==> config.mk <==
export PLATFORM = sky130hd
export DESIGN_NAME = cache_ctrl
export DESIGN_NICKNAME = d
export VERILOG_FILES = /design/src/source/cache_ops_pkg.sv /design/src/source/cache_geom_pkg.sv /design/src/source/cache_ctrl.sv
export SDC_FILE = /design/constraint.sdc
export NUM_CORES = 1
export LEC_CHECK = 0
export BUFFER_PORTS_ARGS = -buffer_cell sky130_fd_sc_hd__buf_2
export CAP_MARGIN = 20
export CORE_AREA = 2 2 134 136
export DETAILED_ROUTE_END_ITERATION = 10
export DIE_AREA = 0 0 136 138
export GPL_ROUTABILITY_DRIVEN = 0
export REMOVE_ABC_BUFFERS = 1
export SETUP_SLACK_MARGIN = 0.2
export SYNTH_ARGS = -nofsm -noshare
export SYNTH_HDL_FRONTEND = slang
export SYNTH_SLANG_ARGS = --single-unit
export TNS_END_PERCENT = 5
==> constraint.sdc <==
create_clock -name clk -period 4.7 [get_ports clk]
set_input_delay 0.235 -clock clk [delete_from_list [all_inputs] [get_ports clk]]
set_output_delay 0.235 -clock clk [all_outputs]
set_load 0.1 [all_outputs]
==> src/source/cache_ops_pkg.sv <==
package cache_ops_pkg;

  // processor request opcode
  typedef enum logic {
    op_read  = 1'b0,
    op_write = 1'b1
  } req_op_t;

  // ----------------------------------------------------------------------
  // controller states
  // ----------------------------------------------------------------------
  // lookup is entered for every request and again after each refill,
  // so a miss ends up served by the same hit path
  typedef enum logic [2:0] {
    idle      = 3'd0,
    lookup    = 3'd1,
    writeback = 3'd2,
    refill    = 3'd3,
    respond   = 3'd4
  } ctrl_state_t;

endpackage

==> src/source/cache_geom_pkg.sv <==
package cache_geom_pkg;

  // ----------------------------------------------------------------------
  // word and line sizes
  // ----------------------------------------------------------------------
  localparam int data_w     = 32;
  localparam int be_w       = data_w / 8;
  localparam int line_words = 16;
  localparam int num_lines  = 64;

  // ----------------------------------------------------------------------
  // address fields, tag | index | offset | byte
  // ----------------------------------------------------------------------
  localparam int offset_w = 4;  // log2 of line_words
  localparam int index_w  = 6;  // log2 of num_lines
  localparam int tag_w    = 20;

  localparam int offset_lsb = 2;  // two byte bits below the word offset
  localparam int index_lsb  = offset_lsb + offset_w;
  localparam int tag_lsb    = index_lsb + index_w;

endpackage
==> src/source/cache_ctrl.sv <==
`timescale 1ns/1ns

module cache_ctrl (
  input  logic                                clk,
  input  logic                                rst,
  input  logic                                req,
  input  cache_ops_pkg::req_op_t              op,
  input  logic [31:0]                         addr,
  input  logic [cache_geom_pkg::data_w-1:0]   wdata,
  input  logic [cache_geom_pkg::be_w-1:0]     byte_en,
  input  logic                                hit,
  input  logic                                victim_dirty,
  input  logic [cache_geom_pkg::tag_w-1:0]    victim_tag,
  input  logic [cache_geom_pkg::data_w-1:0]   rd_word,
  input  logic                                mem_ack,
  input  logic [cache_geom_pkg::data_w-1:0]   mem_rdata,
  output logic                                done,
  output logic                                busy,
  output logic [cache_geom_pkg::data_w-1:0]   rdata,
  output logic [cache_geom_pkg::index_w-1:0]  index,
  output logic [cache_geom_pkg::tag_w-1:0]    req_tag,
  output logic [cache_geom_pkg::offset_w-1:0] word_sel,
  output logic                                line_we,
  output logic [cache_geom_pkg::be_w-1:0]     line_be,
  output logic [cache_geom_pkg::data_w-1:0]   line_wdata,
  output logic                                set_valid,
  output logic                                set_dirty,
  output logic [cache_geom_pkg::tag_w-1:0]    new_tag,
  output logic                                mem_req,
  output logic                                mem_we,
  output logic [31:0]                         mem_addr,
  output logic [cache_geom_pkg::data_w-1:0]   mem_wdata
);

  cache_ops_pkg::ctrl_state_t        state;
  cache_ops_pkg::req_op_t            op_q;
  logic [31:0]                       addr_q;
  logic [cache_geom_pkg::data_w-1:0] wdata_q;
  logic [cache_geom_pkg::be_w-1:0]   be_q;
  logic [cache_geom_pkg::offset_w-1:0] count;  // word counter for line transfers

  logic accept;
  logic acked;
  logic last_word;
  logic write_hit;

  assign busy = (state != cache_ops_pkg::idle) && (state != cache_ops_pkg::respond);
  assign done = (state == cache_ops_pkg::respond);
  assign accept = req && !busy;  // respond also takes a new request
  assign acked = mem_req && mem_ack;
  assign last_word = (count == cache_geom_pkg::offset_w'(cache_geom_pkg::line_words - 1));
  assign write_hit = (state == cache_ops_pkg::lookup) && hit && (op_q == cache_ops_pkg::op_write);

  // request fields
  assign index   = addr_q[cache_geom_pkg::index_lsb +: cache_geom_pkg::index_w];
  assign req_tag = addr_q[cache_geom_pkg::tag_lsb +: cache_geom_pkg::tag_w];
  assign word_sel = (state == cache_ops_pkg::writeback || state == cache_ops_pkg::refill) ?
                    count : addr_q[cache_geom_pkg::offset_lsb +: cache_geom_pkg::offset_w];

  // ----------------------------------------------------------------------
  // memory side
  // ----------------------------------------------------------------------
  assign mem_we    = (state == cache_ops_pkg::writeback);
  assign mem_wdata = rd_word;  // word_sel follows count during write-back
  assign mem_addr  = {mem_we ? victim_tag : req_tag, index, count,
                      {cache_geom_pkg::offset_lsb{1'b0}}};

  // line writes, either a write hit or one refill word per ack
  always_comb begin
    line_we    = write_hit;
    line_be    = be_q;
    line_wdata = wdata_q;
    set_valid  = 1'b1;
    set_dirty  = 1'b1;
    new_tag    = req_tag;
    if (state == cache_ops_pkg::refill) begin
      line_we    = acked;
      line_be    = '1;
      line_wdata = mem_rdata;
      set_valid  = last_word;  // line stays invalid until the last word is in
      set_dirty  = 1'b0;
    end
  end

  always_ff @(posedge clk) begin
    if (accept) begin
      op_q    <= op;
      addr_q  <= addr;
      wdata_q <= wdata;
      be_q    <= byte_en;
    end
    if (state == cache_ops_pkg::lookup && hit && op_q == cache_ops_pkg::op_read) begin
      rdata <= rd_word;
    end
  end

  // ----------------------------------------------------------------------
  // FSM
  // ----------------------------------------------------------------------
  always_ff @(posedge clk) begin
    if (!rst) begin
      state   <= cache_ops_pkg::idle;
      mem_req <= 1'b0;
      count   <= '0;
    end else begin
      case (state)
        cache_ops_pkg::idle, cache_ops_pkg::respond: begin
          state <= accept ? cache_ops_pkg::lookup : cache_ops_pkg::idle;
        end
        cache_ops_pkg::lookup: begin
          count <= '0;
          if (hit) begin
            state <= cache_ops_pkg::respond;
          end else begin
            mem_req <= 1'b1;
            state   <= victim_dirty ? cache_ops_pkg::writeback : cache_ops_pkg::refill;
          end
        end
        cache_ops_pkg::writeback, cache_ops_pkg::refill: begin
          if (acked) begin
            mem_req <= 1'b0;  // one idle cycle between words
            count   <= count + 1'b1;  // wraps to zero after the last word
            if (last_word) begin
              state <= (state == cache_ops_pkg::writeback) ? cache_ops_pkg::refill :
                       cache_ops_pkg::lookup;
            end
          end else if (!mem_req) begin
            mem_req <= 1'b1;
          end
        end
        default: state <= cache_ops_pkg::idle;
      endcase
    end
  end

endmodule

==> run metrics, run 1 <==
share of layout cells above drive strength 1=around 74%; share of flip-flops with an asynchronous set or reset=0%; critical-path maximum fanout=37; required time of the worst setup path=roughly 4.5 ns; cts bufs inserted=9; static power due to leakage=roughly 3.0 nW; highest layer used for signal routing=met5; average via count per standard cell=4.20; CTS tree=built; setup repair after global routing missed its margin=no; sum of routed wire length over all layers=13,200 microns; predominant post-synthesis flop cell=edfxtp_1; most common cell after layout, fill and taps aside=buf_2; IR Drop Worst-Case VDD=roughly 210 uV; number of stages on the worst hold path=1; xor/xnor cell area share of the yosys netlist=0%; r2r worst-path depth=3; final routed DRC violation total=0; remaining antenna violation count=0; worst clock skew on the final layout=slightly below 0.009 ns; clock sinks=107; MaxCap Viol Count=0; I/O pin total=between 300 and 400; Netlist Area Pre-Place=a little under 0.005 sq mm; Min-Delay Path Class=primary input to flip-flop; clock transition at the registers of the reported paths=roughly 0.070 ns; number of fillers in the final layout=~1,800; leading cell types in the layout, fill and taps excluded=buf_2, edfxtp_1, mux2_2, mux2_4, clkbuf_16; Die Area=roughly 0.019 sq mm; relative contribution of sequential cells to total power=between 30 and 40%; width of the die=between 100 and 150 microns; simple-gate area share of the yosys netlist=under 10%; sw power=between 0.001 and 0.0015 W; combinational family with the most area after synthesis=multiplexers; Critical Path AT=roughly 2.2 ns; length of routed met2 wiring=6760 microns; Synth warnings=0; CTS-repair resized insts=0; total power=between 0.002 and 0.003 W; global router's overall resource usage=about 13%; wire length of the first global-routing pass=between 15,000 and 20,000 microns; type of origin of the critical path=flip-flop; switching share of total power=a little over two fifths; Hold Fails Final Rpt=0; global route total overflow=0; number of library cell types mapped by synthesis=28; Adder-Cell Fraction of Synth Area=0.256%; Achievable Freq=406 MHz; clk_lat worst skew=about 0.35 ns; initial antenna violation count=2; part of the Yosys area used for sequential elements=~64%; half-perimeter wire length of the detailed placement result=~10,000 microns; buffer type at the clock tree root=clkbuf_16; number of synthesized flops with an enable pin=99; core area=0.0175 sq mm; final critical delay including setup and external delays=roughly 2.5 ns; standard-cell row count=slightly below 50; number of cells after detailed placement=around 790; CTS HTree Levels=3; Finished Core Util=37.2%; Iter 0 DRT Violations=69; maximum clock path buffer count=2; Synth Area per Inst=~16 sq um; height of the die=approximately 140 microns; initial core utilization=27.8%; part of the power in the clock network=approximately a quarter; Post-Layout Cell Count=slightly above 800; number of flip-flops and latches in the synthesized netlist=107; hold_buf cts=0; transition at the pin with the smallest max-transition slack=0.907 ns; area delta synth->final=33.7%; remaining max-slew budget at the tightest pin=39.4%; mux share of post-synthesis cell area=14.8%; met1 routed wirelength after detailed routing=4870 microns; share of the synthesized area in compound gates (AO/OA/AOI/OAI)=about 1.7%; run status=completed; critical path endpoint category=primary output; pin count of the biggest net entering global routing=between 60 and 70; setup TNS=0 ns; final slew viol count=0; number of setup buffers added after CTS=0; crit share post-route=between 50% and 60%; Power per Cell Area=around 440 mW/mm^2; Avg WL per Cell=between 15 and 20 microns; vias in the first global route=around 3,500; wire length on met3=roughly 1300 microns; Internal Pwr Total=approximately 0.0017 W; final number of setup-violating endpoints=0; Final Net Count=approximately 730; Gate Count Post-Synth=306; vias after detailed routing=between 3,000 and 4,000; number of iterations in the first detailed-routing pass=4; Worst Path Class, Setup=flip-flop to primary output; Logic pwr share=34.4%; count of buffers from port buffering=343; minimum hold slack=~0.054 ns
==> through the flow <==
stage | area, sq um | setup slack [ns]
3_5_place_dp | 6210 | 2.17
5_1_grt | 6530 | 2.08
6_report | 6530 | 2.24
4_1_cts | 6510 | 1.76
3_3_place_gp | 6210 | 2.21
2_1_floorplan | 4180 | 0.289
==> state kept, by name, summed over array words and instances (netlist names) <==
signal   count
rdata       32
wdata_q     32
op_q         1
mem_req      1
be_q         4
addr_q      30
state        3
count        4
==> logic make-up after synthesis <==
| family | Yosys count |
|---|---|
| adders and majority gates | 1 |
| other | 1 |
| buffers and inverters | 96 |
| muxes | 56 |
| and+or+nand+nor | 32 |
| DFF | 107 |
| AOI/OAI and AO/OA | 13 |
==> per-layer routing <==
| metal | GRT usage [%] | vias up |
|---|---|---|
| met2 | 23.8 | 218 |
| met1 | 15.1 | 1598 |
| met4 | 4.06 | 2 |
| li1 | - | 1549 |
| met5 | 0 | - |
| met3 | 4.47 | 21 |
==> cell type report <==
class | count | area [sq um] | area share, %
Inverter | 4 | 15.0 | 0.230
Timing Repair Buffer | 345 | 1740 | 26.6
Clock buffer | 9 | 225 | 3.45
Tap cell | 229 | 287 | 4.39
Multi-Input combinational cell | 104 | 1050 | 16.1
Clock inverter | 7 | 76.3 | 1.17
Antenna cell | 1 | 2.50 | 0.0383
Sequential cell | 107 | 3130 | 48.0
==> final timing paths <==
check / from / to / slack (ns)
min reg2reg: count[3] / count[3] / 0.53
max: state[0] / line_wdata[0] / 2.24
max reg2reg: state[1] / addr_q[11] / 2.67
min: wdata[7] / wdata_q[7] / 0.05
==> power by group through the flow <==
stage / registers [W] / logic, W / clock network (W)
2_1_floorplan: 0.00142 / 0.000440 / 0
3_3_place_gp: 0.00115 / 0.000995 / 0
3_5_place_dp: 0.00115 / 0.000999 / 0
4_1_cts: 0.00113 / 0.00100 / 0.000806
5_1_grt: 0.00114 / 0.00102 / 0.000838
6_report: 0.00113 / 0.000996 / 0.000770
==> cells in the mapped netlist, types with 2 or more instances <==
cell type,number,area share (%)
or2_2,2,0.26
o211a_1,2,0.41
mux2_4,25,7.7
nand2b_1,6,0.77
inv_1,4,0.31
or3_1,2,0.26
edfxtp_1,99,61
mux2_2,31,7.2
o22ai_1,2,0.26
buf_4,88,14
buf_6,4,0.92
nand2_1,4,0.31
o21ai_0,3,0.31
nand3_1,5,0.51
dfxtp_1,8,3.3
a21oi_1,5,0.51
nor2_1,5,0.38
==> worst max-delay path, stage by stage, from the launching register on <==
cell     delay [ns]
dfxtp_1        0.46
nor2b_2        0.26
nand2_4        0.36
mux2_2         0.36
buf_2          0.42
(Power assumes the default switching activity.)
==> inputs of run 2 (changes only) <==
- CORE_AREA: 2 2 134 136 -> 2 2 137 139
- DIE_AREA: 0 0 136 138 -> 0 0 139 141
- clock period: 4.7 -> 2.1 ns (I/O delays scaled with it)
==> run metrics, run 2 (synthesis gave the netlist of run 1 again) <==
run status=completed; vias after detailed routing=3,803 (+12%); CTS HTree Levels=3 (unchanged); critical path endpoint category=primary output; initial antenna violation count=1 (-1); buffer type at the clock tree root=clkbuf_16; met3 track demand over resource=3.63% (-0.84 points); sum of routed wire length over all layers=15,700 microns (+19%); setup slack of the critical path after layout=0.175 ns (-2.06 ns); clock sinks=107 (unchanged); grt peak-use layer=met2; width of the die=139 microns (+2.2%); type of origin of the critical path=flip-flop; count of buffers from port buffering=343 (unchanged); final slew viol count=0 (unchanged); Power per Cell Area=823 mW/mm^2 (+85%); standard-cell row count=50 (+2.0%); cts bufs inserted=9 (unchanged); area of all placed cells without fillers=0.00865 sq mm (+33%); crit share post-route=approximately 92%; height of the die=141 microns (+2.2%); most common cell after layout, fill and taps aside=buf_2; vias in the first global route=3,916 (+13%); share of layout cells above drive strength 1=63.9% (-10 points); IR Drop Worst-Case VDD=497 uV (+130%); clk_lat worst skew=0.35 ns (about the same); setup TNS=0 ns (unchanged); Final Net Count=840 (+15%); transition at the pin with the smallest max-transition slack=0.580 ns (-0.327 ns); global route total overflow=0 (unchanged); half-perimeter wire length of the detailed placement result=10,300 microns (-1.2%); met1 Usage GRT=16.7% (+1.6 points); Finished Core Util=47.4% (+10 points); clock transition at the registers of the reported paths=0.07 ns (about the same); registers with the most flip-flops=rdata x32, wdata_q x32, addr_q x30; setup repair after global routing missed its margin=yes; Worst Path Class, Setup=flip-flop to primary output; critical-path maximum fanout=5 (-86%); I/O pin total=348 (unchanged); final number of setup-violating endpoints=0 (unchanged); Min-Delay Path Class=primary input to flip-flop; final critical delay including setup and external delays=just under 2 ns; final routed DRC violation total=0 (unchanged); CTS tree=built; placed inst area=0.00685 sq mm (+10%); met2 usage=26.0% (+2.3 points); pin count of the biggest net entering global routing=38 (-45%); area delta synth->final=77.2%; minimum hold slack=0.0531 ns (-0.000617 ns); Die Area=0.0196 sq mm (+4.4%); required time of the worst setup path=2.00 ns (-2.47 ns); remaining max-slew budget at the tightest pin=61.0% (+22 points); Avg WL per Cell=17.1 microns (+4.5%); Iter 0 DRT Violations=96 (+39%); Hold Fails Final Rpt=0 (unchanged); maximum clock path buffer count=2 (unchanged); Achievable Freq=~520 MHz; Setup Slack @ Placement=0.419 ns (-1.75 ns); number of iterations in the first detailed-routing pass=4 (unchanged); global router's overall resource usage=14.5% (+1.1 points); static power due to leakage=3.91 nW (+29%); leading cell types in the layout, fill and taps excluded=buf_2, edfxtp_1, dlygate4sd3_1, buf_12, mux2_4; wire length of the first global-routing pass=21,900 microns (+15%); Critical Path AT=1.82 ns (-0.41 ns); core area=0.0183 sq mm (+4.2%); initial core utilization=26.7% (-1.1 points); worst clock skew on the final layout=0.0117 ns (+0.00296 ns); MaxCap Viol Count=0 (unchanged); average via count per standard cell=4.13 (-1.7%); remaining antenna violation count=0 (unchanged)
-- run 2: changes by cell type in the layout (fill, tap and decap cells not counted), moves of 2 or more --
cell,delta
buf_12,+60
mux2_2,-20
dlygate4sd3_1,+99
mux2_4,+20
dfxtp_1,-2
clkbuf_16,+3
dfxtp_4,+2
buf_2,-56
buf_4,+2
-- run 2: through the flow --
| step | instances | total power (W) |
|---|---|---|
| after floorplan | 215 | 0.00416 |
| after global placement | 798 | 0.00502 |
| after detailed placement | 798 | 0.00504 |
| after CTS | 913 | 0.00706 |
| after global routing | 919 | 0.00735 |
| final | 920 | 0.00712 |
-- run 2: area by class of cell --
cell class                 instances  area, sq um
fill                            1572         9610
timing repair buffer             454         3760
sequential                       107         3140
multi-input combinational        104         1130
tap                              234          293
clock buffer                       9          225
clock inverter                     7         82.6
inverter                           4         15.0
antenna                            1         2.50
-- run 2: critical path, stage by stage, from the launching register on --
cell,delay (ns)
dfxtp_4,0.35
nand2b_4,0.15
nor2_4,0.26
clkbuf_16,0.22
mux2_4,0.32
buf_12,0.17
-- run 2: routing by layer --
layer / routed length, microns / share of wire [%]
met1: 6180 / 39
met2: 8160 / 52
met3: 1130 / 7.2
met4: 259 / 1.6
met5: 0 / 0
-- run 2: power by group --
group / switching (W) / internal [W]
clock network: 0.000845 / 0.000946
logic: 0.00198 / 0.000821
registers: 0.0000586 / 0.00247
total: 0.00288 / 0.00423
-- run 2: what timing repair did --
item / in CTS / in global routing
cloned: 0 / 4
pin swaps: 0 / 1
hold buffers: 99 / 0
endpoints found under the hold margin: 99 / 0
buffers inserted: 0 / 2
gates resized for setup: 43 / 64
setup endpoints to repair: 54 / 55
-- run 2: final timing paths --
check | start | end | slack, ns | cells past startpoint
hold reg to reg | count[1] | count[1] | 0.53 | 2
hold / removal | rst | state[0] | 0.05 | 2
setup reg to reg | state[1] | wdata_q[26] | 0.54 | 4
setup / recovery | state[2] | mem_addr[17] | 0.18 | 5
